[src/verilog/bp_pkg.sv]
// branch predictor package: sizes, counter encodings and the fetch/update packets
package bp_pkg;

    localparam int pc_w       = 32;
    localparam int index_w    = 8;
    localparam int index_lsb  = 3;                  // group offset bits below the index
    localparam logic [pc_w-1:0] group_bytes = 32'd8;
    localparam logic [pc_w-1:0] reset_pc    = 32'h0000_0100;
    localparam int fifo_depth = 4;
    localparam int fifo_ptr_w = $clog2(fifo_depth);

    // upper bit set means taken
    localparam logic [1:0] strong_taken     = 2'b11;
    localparam logic [1:0] weak_taken       = 2'b10;
    localparam logic [1:0] weak_not_taken   = 2'b01;
    localparam logic [1:0] strong_not_taken = 2'b00;

    localparam logic [1:0] top_idle = 2'b00;    // static not taken
    localparam logic [1:0] top_easy = 2'b01;
    localparam logic [1:0] top_hard = 2'b10;

    typedef struct packed {
        logic [pc_w-1:0] pc;
        logic [pc_w-1:0] pred_pc;
        logic            pred_taken;
    } fetch_pkt_t;

    typedef struct packed {
        logic [pc_w-1:0] pc;
        logic [pc_w-1:0] tpc;
        logic            taken;
        logic            dir_fail;
        logic            addr_fail;
    } update_pkt_t;

endpackage
[src/verilog/packet_fifo.sv]
// packet fifo: small show-ahead queue with flush, payload type set per instance
`timescale 1ns/100ps

module packet_fifo #(
    parameter type payload_t = bp_pkg::fetch_pkt_t
) (
    input  logic     clk,
    input  logic     rstn,
    input  logic     push,
    input  payload_t push_data,
    input  logic     pop,
    output payload_t head,
    input  logic     flush,
    output logic     full,
    output logic     empty
);
    import bp_pkg::*;

    payload_t              mem [0:fifo_depth-1];
    logic [fifo_ptr_w-1:0] rd_ptr;
    logic [fifo_ptr_w-1:0] wr_ptr;
    logic [fifo_ptr_w:0]   count;
    logic                  do_push;
    logic                  do_pop;

    assign full    = (count == (fifo_ptr_w + 1)'(fifo_depth));
    assign empty   = (count == '0);
    assign do_push = push && !full;
    assign do_pop  = pop && !empty;
    assign head    = mem[rd_ptr];   // show-ahead

    always_ff @(posedge clk) begin
        if (do_push) begin
            mem[wr_ptr] <= push_data;
        end
    end

    always_ff @(posedge clk or negedge rstn) begin
        if (!rstn) begin
            rd_ptr <= '0;
            wr_ptr <= '0;
            count  <= '0;
        end else if (flush) begin  // wins over a same-edge push
            rd_ptr <= '0;
            wr_ptr <= '0;
            count  <= '0;
        end else begin
            if (do_push)
                wr_ptr <= wr_ptr + 1'b1;
            if (do_pop)
                rd_ptr <= rd_ptr + 1'b1;
            count <= count + (fifo_ptr_w + 1)'(do_push) - (fifo_ptr_w + 1)'(do_pop);
        end
    end

endmodule

[config.mk]
export PLATFORM = sky130hd
export DESIGN_NAME = packet_fifo
export DESIGN_NICKNAME = d
export VERILOG_FILES = /design/src/verilog/bp_pkg.sv /design/src/verilog/packet_fifo.sv
export SDC_FILE = /design/constraint.sdc
export NUM_CORES = 1
export LEC_CHECK = 0
export ABC_AREA = 1
export BUFFER_PORTS_ARGS = -buffer_cell sky130_fd_sc_hd__buf_2
export CAP_MARGIN = 25
export CORE_MARGIN = 1
export CORE_UTILIZATION = 42
export CTS_BUF_LIST = sky130_fd_sc_hd__clkbuf_4 sky130_fd_sc_hd__clkbuf_8
export CTS_CLUSTER_DIAMETER = 100
export DETAILED_ROUTE_END_ITERATION = 16
export SLEW_MARGIN = 20
export SYNTH_ARGS = -nofsm -noshare
export SYNTH_HDL_FRONTEND = slang
export SYNTH_SLANG_ARGS = --single-unit
[constraint.sdc]
create_clock -name clk -period 6.35 [get_ports clk]
set_input_delay 1.5875 -clock clk [delete_from_list [all_inputs] [get_ports clk]]
set_output_delay 1.5875 -clock clk [all_outputs]
set_load 0.01 [all_outputs]
==> impl_metrics.ini, run 1 <==
[sta]
tightest_slew_ns = 0.9788
whs_ns = 0.5859
finalClockSkew_ns = 0.01017
rsz0062_at_grt = false
max_slew_margin = 0.3475
finalHoldViolations = 0
final.min_clock_period_ns = 4.374
fmax_ghz = 0.2286
drv_slew = 0
final.period_utilization = 0.6888
finalSetupTns_ns = 0
setup_violations = 0

[cells_and_area]
final_layout_size_suffix_gt1_frac = 0.2488
layout_commonest_cell = edfxtp_1
final_cell_mix = edfxtp_1 (260), nor2_1 (136), buf_2 (136), o21ai_0 (102), o22ai_1 (65)
syn2layout_area_growth_pct = 16.87
fin_nets = 917

[worst_setup_path]
reg2reg_slack_ns = 3.65
timing.rr.end = mem[1][53]$_DFFE_PP_
r2r-start = count[1]$_DFF_PN0_
worst-endpoint-required_ns = 4.76
reg2regPathDepth = 5
crit_type = reg -> out
critical_path.endpoint_type = output port
cp-start-kind = register
arrival_ns = 2.79
critical_path_peak_fanout = 71

[floorplanning]
io_pins = 137
die_x_um = 157.6
num_rows = 56
die_h_um = 157.6
die_area_mm2 = 0.02485
core_area_mm2 = 0.02361
initial_core_util = 0.4308

[clocking]
cts_resized = 0
insertion_delay_ns = 0.54
postCtsHoldBufs = 0
cts.reportedPaths.clkPinSlew_ns = 0.06
cts_tree = done
root_buffer = clkbuf_8
htree_levels = 2
cts.sinks = 267
max-clock-path-buffers = 3
cts_buffers = 43
cts_setup_buffers = 0

[power]
ir_worst_vdd_mv = 0.2712
p_switching_mw = 1.482
p_seq_frac = 0.471
switching_share = 0.3124
combPwrFrac = 0.244
power.internal_mw = 3.262
pwr-share-clk = 0.285
p_leak_nw = 4.216
power_density_mw_per_mm2 = 399.0

[yosys]
synthCells = 692
syn-num-nets = 769
synth.avg_cell_area_um2 = 14.70
synth_cell_types = 23
yosysWarnings = 0
ys_seq_elements = 267
syn_area_mm2 = 0.01017
synth_seq_area_share = 0.7847

[run_status]
status = finished clean

[route]
ant_nets = 0
drtIter0Drc = 332
wire_per_inst_um = 17.47
drc_errors = 0
viasPerCell = 5.051
vias = 6001
drt_first_pass_iters = 4
drt_wl_total_um = 20750

[placement]
gp_congestion = 0.7086
hpwl_um = 11290
io_buffers = 136

[worst_hold_path]
hp-start = wr_ptr[1]$_DFFE_PN0P_
hold_class = reg -> reg
worstHoldPathCells = 2
whs_endpoint = wr_ptr[1]$_DFFE_PN0P_

[global_route]
antenna_found_initial = 1
groute.usage.overall = 0.1704
grt_pass1_wl_um = 32160
grt_pass1_vias = 5860
grt_max_degree = 132
grt_overflow = 0

[job]
drv_cap = 0
through the flow:
step	cell area (um^2)	total power, mW	instances	worst slack, ns	util
floorplan	10170	3.043	692	1.407	-
detailed placement	11100	3.457	1114	2.518	0.4701
finish	11890	4.744	1188	1.976	0.5036
CTS	11890	4.824	1187	1.925	0.5034
global route	11890	5.024	1188	1.720	0.5036
global placement	11040	3.434	1111	2.527	0.4675
logic make-up after synthesis:
family	count (synthesis)	share of synthesized area
DFF	267	0.7847
AOI/OAI and AO/OA	196	0.1044
and+or+nand+nor	160	0.06075
adders and majority gates	7	0.009347
buffers and inverters	62	0.04083
layer usage:
| layer | part of all wire | wire [um] | vias up | GRT usage |
|---|---|---|---|---|
| met5 | 0 | 0 | - | 0 |
| met4 | 0.016 | 325 | 0 | 0.06241 |
| met3 | 0.045 | 931 | 26 | 0.03422 |
| met2 | 0.50 | 10310 | 138 | 0.2824 |
| met1 | 0.44 | 9182 | 2945 | 0.2222 |
| li1 | - | - | 2892 | - |
cell usage after synthesis:
cell,number,area [um^2]
inv_6,1,8.760
clkbuf_1,5,18.77
ha_1,6,75.07
o22ai_1,65,406.6
clkinv_1,1,3.750
nand3_1,6,30.03
buf_8,8,120.1
nand2_1,10,37.54
nor2_1,140,525.5
o21ai_0,102,510.5
a21oi_1,1,5.000
inv_1,16,60.06
buf_4,4,30.03
buf_12,1,20.02
dfrtp_1,7,175.2
fa_1,1,20.02
o21ai_1,28,140.1
inv_2,1,3.750
clkbuf_2,10,50.05
buf_6,4,45.04
nand4_1,4,25.02
buf_2,11,55.05
edfxtp_1,260,7807
worst max path at each step:
stage | from | end | slack, ns | depth (start not counted)
final | rd_ptr[0]$_DFFE_PN0P_ | head[50] | 1.98 | 4
after global routing | rd_ptr[0]$_DFFE_PN0P_ | head[1] | 1.72 | 4
after CTS | rd_ptr[0]$_DFFE_PN0P_ | head[50] | 1.93 | 4
after detailed placement | rd_ptr[0]$_DFFE_PN0P_ | head[50] | 2.52 | 4
after global placement | push | mem[1][45]$_DFFE_PP_ | 2.53 | 4
after floorplan | push | mem[0][0]$_DFFE_PP_ | 1.41 | 2
worst max-delay path, stage by stage (launching register included):
cell and delay, ns:
dfrtp_4 0.85, buf_4 0.68, o21ai_0 0.21, o22ai_1 0.25, buf_2 0.17
power by group through the flow:
| stage | Combinational (mW) | Clock (mW) | Sequential (mW) |
|---|---|---|---|
| 6_report | 1.16 | 1.35 | 2.23 |
| 5_1_grt | 1.30 | 1.48 | 2.25 |
| 4_1_cts | 1.19 | 1.40 | 2.24 |
| 3_5_place_dp | 1.19 | 0 | 2.27 |
| 3_3_place_gp | 1.16 | 0 | 2.27 |
| 2_1_floorplan | 0.804 | 0 | 2.24 |
final cells by class:
class / instances / area, um^2
clock inverter: 17 / 86.33
tap: 319 / 399.1
antenna: 1 / 2.502
sequential: 267 / 7988
clock buffer: 56 / 701.9
inverter: 19 / 76.32
multi-input combinational: 363 / 1805
fill: 2041 / 11720
timing repair buffer: 146 / 830.8
sequential cells by signal, indices dropped and copies added, names as in the netlist:
signal	cells
rd_ptr	2
wr_ptr	2
mem	260
count	3
(Power assumes the default switching activity.)
==> run 2, diff against run 1 <==
clock period = 3.6 ns   (was 6.35 ns; I/O delays follow)
==> run 2 against run 1 <==
Register-to-register slack worse by 2.3 ns. Critical endpoint is now head[4]. Sequential power grew 74%. Routed wire length increased by 1.5%. Highest routed layer unchanged. Clock power rose by 91%. Sequential share of layout area shrank 0.71 points. Largest power group unchanged. Cell count grew 0.67%. Worst hold slack worse by 0.37 ns. Critical path type unchanged. Combinational power up 84%. Die area unchanged. Critical path depth rose by 1. Worst setup slack lost 1.5 ns. First-iteration DRC count grew 21%.
==> impl_metrics.ini, run 2 (synthesis gave the netlist of run 1 again) <==
[global_route]
antenna_found_initial = 2
grt_max_degree = 134
grt_overflow = 0
groute.usage.overall = 0.1737
grt_pass1_vias = 5936
grt_pass1_wl_um = 32400

[clocking]
cts_tree = done
cts_setup_buffers = 0
root_buffer = clkbuf_8
cts.sinks = 267
postCtsHoldBufs = 0
cts_buffers = 44
insertion_delay_ns = 0.53
htree_levels = 2
cts.reportedPaths.clkPinSlew_ns = 0.06
max-clock-path-buffers = 3
cts_resized = 0

[worst_setup_path]
crit_start = rd_ptr[1]$_DFFE_PN0P_
reg2reg_slack_ns = 1.34
cp-start-kind = register
critical_path.endpoint_type = output port
arrival_ns = 2.21
r2r-start = count[1]$_DFF_PN0_
crit_type = reg -> out
critical_path_peak_fanout = 35
worst-endpoint-required_ns = 2.70

[placement]
io_buffers = 136
gp_congestion = 0.7207
hpwl_um = 11730
dp_cells = 1118

[sta]
final.period_utilization = 0.8640
setup_violations = 0
tightest_slew_ns = 0.6837
finalHoldViolations = 0
finalClockSkew_ns = 0.01510
max_slew_margin = 0.5431
fmax_ghz = 0.3215
final.min_clock_period_ns = 3.110
drv_slew = 0
rsz0062_at_grt = false

[cells_and_area]
layout_commonest_cell = edfxtp_1
syn2layout_area_growth_pct = 18.12
final_cell_mix = edfxtp_1 (260), nor2_1 (136), buf_2 (136), o21ai_0 (102), o22ai_1 (65)
fin_nets = 922
largest-register = mem
final_layout_size_suffix_gt1_frac = 0.2546
final_cells = 1196
largest_reg_flops = 260
fin_util = 0.5089
reg_top3 = mem x260, count x3

[route]
wire_per_inst_um = 17.62
drt_first_pass_iters = 4
drtIter0Drc = 401
ant_nets = 0
drc_errors = 0
drt_wl_total_um = 21070
vias = 6025
viasPerCell = 5.038

[floorplanning]
core_area_mm2 = 0.02361
io_pins = 137
num_rows = 56
die_h_um = 157.6
initial_core_util = 0.4308
die_area_mm2 = 0.02485
die_x_um = 157.6

[power]
ir_worst_vdd_mv = 0.3838
p_leak_nw = 4.275
power_density_mw_per_mm2 = 715.7

[worst_hold_path]
hold_class = in -> async

[job]
drv_cap = 0

[run_status]
status = finished clean
## run 2: cell count changes in the layout (fill, tap and decap cells not counted)
| cell | delta |
|---|---|
| inv_8 | -2 |
| buf_12 | +2 |
| clkinv_2 | +6 |
| bufinv_16 | +3 |
| clkinv_1 | +1 |
| clkbuf_4 | -4 |
| buf_4 | +2 |
## run 2: layout make-up
type | count | area [um^2]
flip-flops and latches | 267 | 7988
diodes | 1 | 2.502
multi-input cells | 363 | 1805
clock buffers | 52 | 671.9
repair buffers | 150 | 885.9
fillers | 2056 | 11600
inverters | 19 | 76.32
well taps | 319 | 399.1
clock inverters | 25 | 187.7
## run 2: through the flow
stage	setup TNS (ns)	cell area (um^2)	power (mW)	worst slack (ns)	hold slack [ns]
detailed placement	0	11150	6.127	0.9917	0.5559
CTS	0	12010	8.727	0.4596	0.1806
global route	0	12020	9.076	0.3449	0.1886
finish	0	12020	8.601	0.4896	0.2193
global placement	0	11150	6.109	0.9995	0.5645
floorplan	-170.37	10170	5.368	-0.6553	0.5205
## run 2: worst paths after layout
check | endpoint | cells after the start
setup / recovery | head[4] | 5
hold / removal | wr_ptr[1]$_DFFE_PN0P_ | 1
setup reg to reg | count[2]$_DFF_PN0_ | 11
hold reg to reg | wr_ptr[1]$_DFFE_PN0P_ | 2
max in group asynchronous | rd_ptr[0]$_DFFE_PN0P_ | 1
min in group clk | wr_ptr[1]$_DFFE_PN0P_ | 2
## run 2: per-layer routing
metal,GRT usage,up-vias,part of all wire
li1,-,2908,-
met1,0.2266,2938,0.44
met2,0.2884,142,0.49
met3,0.03613,37,0.045
met4,0.06010,0,0.021
met5,0,-,0
## run 2: critical path, cell delays in order, from the launching register on
cell and delay [ns]:
dfrtp_2 0.60, inv_2 0.12, buf_4 0.35, o21ai_0 0.18, o22ai_1 0.24, buf_2 0.19
## run 2: power breakdown
part	internal (mW)	switching (mW)	total, mW
logic	0.711	1.42	2.13
registers	3.79	0.0974	3.89
clock network	1.45	1.13	2.58
total	5.95	2.65	8.60
