$ cat src/verilog/wb_pkg.sv
// wishbone port package: bus widths and the branch port register map
package wb_pkg;

    localparam int wb_dw = 32;
    localparam int wb_aw = 4;

    // head pc, bit 0 carries pred_taken
    localparam logic [wb_aw-1:0] reg_pc      = 4'd0;

    // head predicted pc
    localparam logic [wb_aw-1:0] reg_pred    = 4'd1;

    // write only: real next address, bit 0 carries taken
    localparam logic [wb_aw-1:0] reg_outcome = 4'd2;

endpackage

$ cat src/verilog/bp_pkg.sv
// branch predictor package: sizes, counter encodings and the fetch/update packets
package bp_pkg;

    localparam int pc_w       = 32;
    localparam int index_w    = 8;
    localparam int index_lsb  = 3;                  // group offset bits below the index
    localparam logic [pc_w-1:0] group_bytes = 32'd8;
    localparam logic [pc_w-1:0] reset_pc    = 32'h0000_0100;
    localparam int fifo_depth = 4;
    localparam int fifo_ptr_w = $clog2(fifo_depth);

    // upper bit set means taken
    localparam logic [1:0] strong_taken     = 2'b11;
    localparam logic [1:0] weak_taken       = 2'b10;
    localparam logic [1:0] weak_not_taken   = 2'b01;
    localparam logic [1:0] strong_not_taken = 2'b00;

    localparam logic [1:0] top_idle = 2'b00;    // static not taken
    localparam logic [1:0] top_easy = 2'b01;
    localparam logic [1:0] top_hard = 2'b10;

    typedef struct packed {
        logic [pc_w-1:0] pc;
        logic [pc_w-1:0] pred_pc;
        logic            pred_taken;
    } fetch_pkt_t;

    typedef struct packed {
        logic [pc_w-1:0] pc;
        logic [pc_w-1:0] tpc;
        logic            taken;
        logic            dir_fail;
        logic            addr_fail;
    } update_pkt_t;

endpackage
$ cat src/verilog/wb_branch_port.sv
// wishbone branch port: shows the head packet, resolves outcomes, redirects and queues updates
`timescale 1ns/100ps

module wb_branch_port (
    input  logic                      clk,
    input  logic                      rstn,
    input  logic                      cyc,
    input  logic                      stb,
    input  logic                      we,
    input  logic [wb_pkg::wb_aw-1:0]  adr,
    input  logic [wb_pkg::wb_dw-1:0]  dat_w,
    output logic [wb_pkg::wb_dw-1:0]  dat_r,
    output logic                      ack,
    input  bp_pkg::fetch_pkt_t        head,
    input  logic                      fq_empty,
    output logic                      fq_pop,
    input  logic                      uq_full,
    output logic                      uq_push,
    output bp_pkg::update_pkt_t       uq_data,
    output logic                      redirect,
    output logic [bp_pkg::pc_w-1:0]   redirect_pc
);
    import bp_pkg::*;
    import wb_pkg::*;

    logic             head_rd;
    logic             out_wr;
    logic             ready;
    logic             accept;
    logic             outcome_ack;
    logic [wb_dw-1:0] wr_data_q;
    logic [pc_w-1:0]  real_next;
    logic             real_taken;
    logic [pc_w-1:0]  pred_next;

    assign head_rd = !we && (adr == reg_pc || adr == reg_pred);
    assign out_wr  = we && (adr == reg_outcome);
    assign ready   = head_rd ? !fq_empty :
                     out_wr  ? (!fq_empty && !uq_full) : 1'b1;
    assign accept  = cyc && stb && !ack && ready;  // !ack keeps ack one cycle wide

    always_ff @(posedge clk or negedge rstn) begin
        if (!rstn) begin
            ack         <= 1'b0;
            outcome_ack <= 1'b0;
        end else begin
            ack         <= accept;
            outcome_ack <= accept && out_wr;
        end
    end

    always_ff @(posedge clk) begin
        if (accept) begin
            wr_data_q <= dat_w;
            if (!we && adr == reg_pc)
                dat_r <= {head.pc[pc_w-1:1], head.pred_taken};
            else if (!we && adr == reg_pred)
                dat_r <= head.pred_pc;
            else
                dat_r <= '0;    // unmapped reads as zero
        end
    end

    // head stays put until the pop at the end of the ack cycle
    assign real_next  = {wr_data_q[pc_w-1:1], 1'b0};
    assign real_taken = wr_data_q[0];
    assign pred_next  = head.pred_taken ? head.pred_pc : head.pc + group_bytes;

    assign uq_data.pc        = head.pc;
    assign uq_data.tpc       = real_next;
    assign uq_data.taken     = real_taken;
    assign uq_data.dir_fail  = (head.pred_taken != real_taken);
    assign uq_data.addr_fail = real_taken && (real_next != head.pred_pc);

    assign fq_pop      = outcome_ack;
    assign uq_push     = outcome_ack;
    assign redirect    = outcome_ack && (pred_next != real_next);
    assign redirect_pc = real_next;

endmodule

$ cat config.mk
export PLATFORM = sky130hd
export DESIGN_NAME = wb_branch_port
export DESIGN_NICKNAME = d
export VERILOG_FILES = /design/src/verilog/wb_pkg.sv /design/src/verilog/bp_pkg.sv /design/src/verilog/wb_branch_port.sv
export SDC_FILE = /design/constraint.sdc
export NUM_CORES = 1
export LEC_CHECK = 0
export ABC_AREA = 1
export BUFFER_PORTS_ARGS = -buffer_cell sky130_fd_sc_hd__buf_2
export CORE_UTILIZATION = 41
export CTS_CLUSTER_SIZE = 12
export DETAILED_ROUTE_END_ITERATION = 10
export PLACE_DENSITY_LB_ADDON = 0.05
export SYNTH_ARGS = -nofsm -noshare
export SYNTH_HDL_FRONTEND = slang
export SYNTH_SLANG_ARGS = --single-unit
$ cat constraint.sdc
create_clock -name clk -period 11.7 [get_ports clk]
set_input_delay 2.34 -clock clk [delete_from_list [all_inputs] [get_ports clk]]
set_output_delay 2.34 -clock clk [all_outputs]
set_load 0.05 [all_outputs]
==> results of run 1 <==
-- power by group --
group | switching [mW] | internal (mW)
sequential | 0.00657 | 0.269
clock | 0.104 | 0.198
combinational | 0.136 | 0.0482
total | 0.247 | 0.515
-- cells in the final DEF, fill, tap and decap left out, types with 2 or more instances in the layout --
cell | netlist | layout
bufinv_16 | 0 | 2
nand3b_1 | 4 | 4
nor3_1 | 6 | 6
conb_1 | 1 | 2
nor2_1 | 68 | 67
nand2_1 | 222 | 222
clkbuf_8 | 0 | 2
xnor2_1 | 9 | 9
edfxtp_1 | 64 | 64
inv_2 | 3 | 3
nand2_2 | 5 | 5
buf_2 | 4 | 240
inv_1 | 93 | 93
o22ai_1 | 25 | 25
buf_4 | 66 | 3
xor2_1 | 15 | 15
nor4_1 | 4 | 4
o21ai_0 | 17 | 17
nand4_1 | 11 | 11
nor2_8 | 4 | 4
nand3_2 | 5 | 5
nand3_1 | 92 | 92
nor2_4 | 2 | 3
clkbuf_16 | 0 | 9
dfrtp_1 | 2 | 2
nand2_4 | 3 | 3
o21ai_1 | 4 | 4
nor2_2 | 14 | 14
-- worst reg2reg max path, cell delays in order, from the launching register on --
cell and delay, ns:
dfrtp_1 0.37, inv_1 0.05, nand4_1 0.16, nor2_4 0.67, buf_4 0.57
-- logic make-up (layout without fill, tap and decap cells) --
| family | count (synthesis) | in the layout | synth area share (%) |
|---|---|---|---|
| compound gates | 49 | 49 | 5.23 |
| xor+xnor | 24 | 24 | 3.87 |
| fa+ha+maj | 1 | 1 | 0.230 |
| buf+inv | 176 | 355 | 17.0 |
| flops | 66 | 66 | 36.3 |
| other cells | 1 | 2 | 0.0690 |
| simple gates | 442 | 442 | 37.3 |
-- metrics by stage --
stage / hold WS [ns] / area [sq um] / total power [mW] / std cells
floorplan: 0.875 / 5440 / 0.418 / 760
global placement: 0.606 / 6320 / 0.461 / 1095
detailed placement: 0.634 / 6320 / 0.463 / 1095
CTS: 0.644 / 6650 / 0.768 / 1111
global route: 0.691 / 6650 / 0.792 / 1111
finish: 0.634 / 6650 / 0.761 / 1111
-- layer usage --
| layer | vias to the layer above | track usage, % |
|---|---|---|
| li1 | 2757 | - |
| met1 | 2578 | 32.3 |
| met2 | 242 | 42.7 |
| met3 | 32 | 5.72 |
| met4 | 0 | 10.1 |
| met5 | - | 0 |
-- flip-flops by register name, indices dropped and copies added, names as in the netlist --
signal,cells
dat_r,32
wr_data_q,32
ack,1
fq_pop,1
-- final timing paths --
kind	cells past startpoint	slack [ns]	start	to
hold / removal	3	0.63	ack$_DFF_PN0_	fq_pop$_DFF_PN0_
setup reg to reg	4	9.48	ack$_DFF_PN0_	dat_r[16]$_DFFE_PP_
setup / recovery	13	4.48	head[0]	redirect
hold reg to reg	3	0.63	ack$_DFF_PN0_	fq_pop$_DFF_PN0_
max in group asynchronous	1	9.84	rstn	fq_pop$_DFF_PN0_
min in group asynchronous	1	1.76	rstn	ack$_DFF_PN0_
-- layout make-up --
class	count	area (sq um)	area share, %
multi-input cells	518	2550	38.3
clock buffers	12	256	3.86
flip-flops and latches	66	1970	29.7
inverters	96	360	5.42
repair buffers	243	1220	18.4
clock inverters	4	73.8	1.11
well taps	172	215	3.24
==> impl_metrics.yaml, run 1 <==
route:
  wl_um: 17400
  dr.pass1.iters: 5
  avgViaCountPerCell: 5.05
  drc: 0
  wl_per_cell_um: 15.6
  dr_wl_met3_um: 1200
  drt-met1-wl_um: 7380
  wl_met2_um: 8320
  num_vias: 5609
  routed.top_layer: "met4"
  drt_iter0_drc: 482
  ant_nets: 0
worst_setup_path:
  crit_fanout: 45
  slowest_stage: "buf_2"
  crit_required_ns: 9.36
  max_stage_delay_ns: 0.61
  critical_path.top_delay_family: "buffers and inverters"
  cp-start-kind: "input pin"
  critPathKind: "input pin to output pin"
  end_kind: "output pin"
  crit_chain: "buf_2 > inv_2 > nand3_1 > o21ai_1 > nand2_1 > nand2_1 > nor2_1 > nand3_1 > nor2_1 > nand3_1 > nand2_1 > inv_1 > buf_2"
  crit_buf_inv: 4
  critPathArrivalTime_ns: 4.88
yosys:
  synth.most_common_cell: "nand2_1"
  synth_largest_area_cell: "edfxtp_1"
  synth_edf_count: 64
  ys_seq_area_share_pct: 36.3
  synthArstFlopShare_pct: 3.03
  syn_area_sq_um: 5440
  synthTopCellsByArea: "edfxtp_1 35%, nand2_1 15%, buf_4 9.1%"
  yosys_most_used_dff: "edfxtp_1"
  synth_top_area_share_pct: 35.4
  syn_area_per_cell_sq_um: 7.16
  netlist_instances: 759
  yosys_warnings: 0
  yosysUniqueCellTypes: 35
  synthTopCellsByCount: "222 x nand2_1, 93 x inv_1, 92 x nand3_1"
  ys_ff_latch: 66
layout:
  drive_gt1_share_pct: 31.6
  nNetsFinal: 1043
  synthToLayoutAreaGrowth_pct: 22.4
  post-route-util_pct: 52.1
  diodes: 0
  fillers: 1298
timing:
  finalCritPeriodShare_pct: 61.7
  setup_viol: 0
  max_freq_ghz: 0.139
  slew_viol_final: 0
  tightest_slew_ns: 1.05
  slew_headroom_pct: 29.8
  period_needed_ns: 7.22
  rsz0062_at_grt: "no"
  layout_setup_ws_ns: 4.48
  clock_skew_ns: 0.00889
  tns_ns: 0
  finalHoldViolCount: 0
cts:
  tritoncts: "done"
  cts_root_buf: "clkbuf_16"
  cts_hold_buf: 0
  cts_max_path_buffers: 2
  postCtsSetupRepairBufs: 0
  post_cts_resized: 0
  clkSlewWorstSetupHoldPaths_ns: 0.06
  cts_buffers: 9
  clkSinkCount: 66
  worstSkewPairLatency_ns: 0.35
  htree_num_levels: 3
die:
  std_cell_rows: 41
  die_x_um: 117
  core-area_sq_um: 12800
  die_y_um: 117
  initial_core_util_pct: 42.6
  io_pins: 243
  die_area_sq_um: 13700
pwr:
  powerDensity_nw_per_um2: 115
  leakagePower_nw: 3.45
  vdd_ir_drop_max_uv: 73.6
placed_design:
  dp_slack_ns: 4.50
  io_buffers: 240
  hpwl_um: 13600
  place.gp.congestion: 0.816
status:
  status: "complete, no violations"
global_routing:
  overflow: 0
  grt_pass1_vias: 5126
  track_usage_pct: 25.6
  grt_pass1_wl_um: 25900
  antenna_found_initial: 0
  grt_max_degree: 46
worst_hold_path:
  hp-class: "flop to flop"
flow_run:
  maxCapViolCount: 0
Power figures use the tool's default switching activity.
==> run 2, diff against run 1 <==
==> constraint.sdc (replaced) <==
create_clock -name clk -period 7.2 [get_ports clk]
set_input_delay 1.44 -clock clk [delete_from_list [all_inputs] [get_ports clk]]
set_output_delay 1.44 -clock clk [all_outputs]
set_load 0.05 [all_outputs]
==> run 2 against run 1 <==
Via count grew 0.16%. First-iteration DRC count shrank 19%. Global-route usage grew 0.078 points. Design area grew 0.11%. Combinational power grew 63%. Register-to-register slack lost 4.5 ns. Largest power group unchanged. Largest cell class unchanged. Critical endpoint unchanged. Die area is the same. Wire length shrank 0.50%.
==> impl_metrics.yaml, run 2 (same netlist as run 1, synthesis figures left out) <==
die:
  std_cell_rows: 41
  die_y_um: 117
  core-area_sq_um: 12800
  initial_core_util_pct: 42.6
  die_area_sq_um: 13700
  io_pins: 243
  die_x_um: 117
worst_setup_path:
  critPathKind: "input pin to output pin"
  cp-start-kind: "input pin"
  max_stage_delay_ns: 0.64
  cp_common_cell: "nand3_1"
  end_kind: "output pin"
  crit_buf_inv: 5
  critPathArrivalTime_ns: 3.79
  critical_path.top_delay_family: "buffers and inverters"
  slowest_stage: "inv_2"
  crit_required_ns: 5.76
  crit_fanout: 45
  crit_chain: "buf_2 > buf_4 > inv_2 > nand3_1 > o211ai_1 > nand2_1 > nor2_1 > nand3_1 > nor2_1 > nand3_1 > nand2_1 > inv_1 > buf_2"
global_routing:
  grt_pass1_wl_um: 26100
  antenna_found_initial: 0
  overflow: 0
  track_usage_pct: 25.7
  grt_pass1_vias: 5201
  grt_max_degree: 46
route:
  drt_iter0_drc: 392
  num_vias: 5618
  drt-met1-wl_um: 7360
  dr.pass1.iters: 6
  ant_nets: 0
  avgViaCountPerCell: 5.05
  drc: 0
  wl_per_cell_um: 15.5
  dr_wl_met3_um: 1110
  wl_met2_um: 8320
  wl_um: 17300
  routed.top_layer: "met4"
layout:
  nNetsFinal: 1044
  layout_common_cells: "240 x buf_2, 222 x nand2_1, 93 x inv_1"
  drive_gt1_share_pct: 31.7
  post-route-util_pct: 52.1
  diodes: 0
  reg_top3: "dat_r x32, wr_data_q x32"
  synthToLayoutAreaGrowth_pct: 22.5
  layout_commonest_cell: "buf_2"
timing:
  tightest_slew_ns: 1.03
  max_freq_ghz: 0.191
  tns_ns: 0
  clock_skew_ns: 0.00238
  rsz0062_at_grt: "no"
  slew_viol_final: 0
  period_needed_ns: 5.23
  finalCritPeriodShare_pct: 72.6
  finalHoldViolCount: 0
  whs_ns: 0.653
  slew_headroom_pct: 31.0
  setup_viol: 0
cts:
  clkSlewWorstSetupHoldPaths_ns: 0.05
  htree_num_levels: 3
  post_cts_resized: 0
  worstSkewPairLatency_ns: 0.34
  clkSinkCount: 66
  postCtsSetupRepairBufs: 0
  cts_buffers: 9
  cts_root_buf: "clkbuf_16"
  cts_hold_buf: 0
  tritoncts: "done"
  cts_max_path_buffers: 2
pwr:
  power_mw: 1.24
  leakagePower_nw: 3.45
  powerDensity_nw_per_um2: 186
  vdd_ir_drop_max_uv: 112
status:
  status: "complete, no violations"
worst_hold_path:
  hp-class: "flop to flop"
placed_design:
  place.gp.congestion: 0.803
  io_buffers: 240
  hpwl_um: 13600
flow_run:
  maxCapViolCount: 0
## run 2: stage by stage
step | worst slack, ns | instances | area, sq um
6_report | 1.97 | 1112 | 6660
5_1_grt | 1.74 | 1112 | 6660
4_1_cts | 1.97 | 1112 | 6660
3_5_place_dp | 1.97 | 1096 | 6330
3_3_place_gp | 2.02 | 1096 | 6330
2_1_floorplan | 2.06 | 760 | 5440
## run 2: routing by layer
layer,up-vias,track usage (%)
met2,233,44.3
met1,2597,31.9
met5,-,0
met4,0,11.6
li1,2759,-
met3,29,3.81
## run 2: cell type report
class | count | area [sq um]
fill | 1276 | 6120
multi-input combinational | 518 | 2550
sequential | 66 | 1970
timing repair buffer | 244 | 1230
inverter | 96 | 360
clock buffer | 12 | 256
tap | 172 | 215
clock inverter | 4 | 73.8
## run 2: worst reg2reg max path, cell delays in order (launching register included)
cell and delay (ns):
dfrtp_1 0.37, inv_1 0.05, nand4_1 0.17, nor2_4 0.70
buf_4 0.57
## run 2: path summary, 6_finish.rpt
check	startpoint	end	slack (ns)	depth (start not counted)
hold / removal	ack$_DFF_PN0_	fq_pop$_DFF_PN0_	0.65	3
min in group asynchronous	rstn	ack$_DFF_PN0_	0.88	1
setup / recovery	head[0]	redirect	1.97	13
setup reg to reg	ack$_DFF_PN0_	wr_data_q[17]$_DFFE_PP_	4.96	4
hold reg to reg	ack$_DFF_PN0_	fq_pop$_DFF_PN0_	0.65	3
max in group asynchronous	rstn	fq_pop$_DFF_PN0_	6.22	1
## run 2: power by group
group | total, mW | switching (mW) | internal, mW
Sequential | 0.447 | 0.0105 | 0.436
Clock | 0.491 | 0.169 | 0.322
Combinational | 0.299 | 0.220 | 0.0786
Total | 1.24 | 0.400 | 0.837
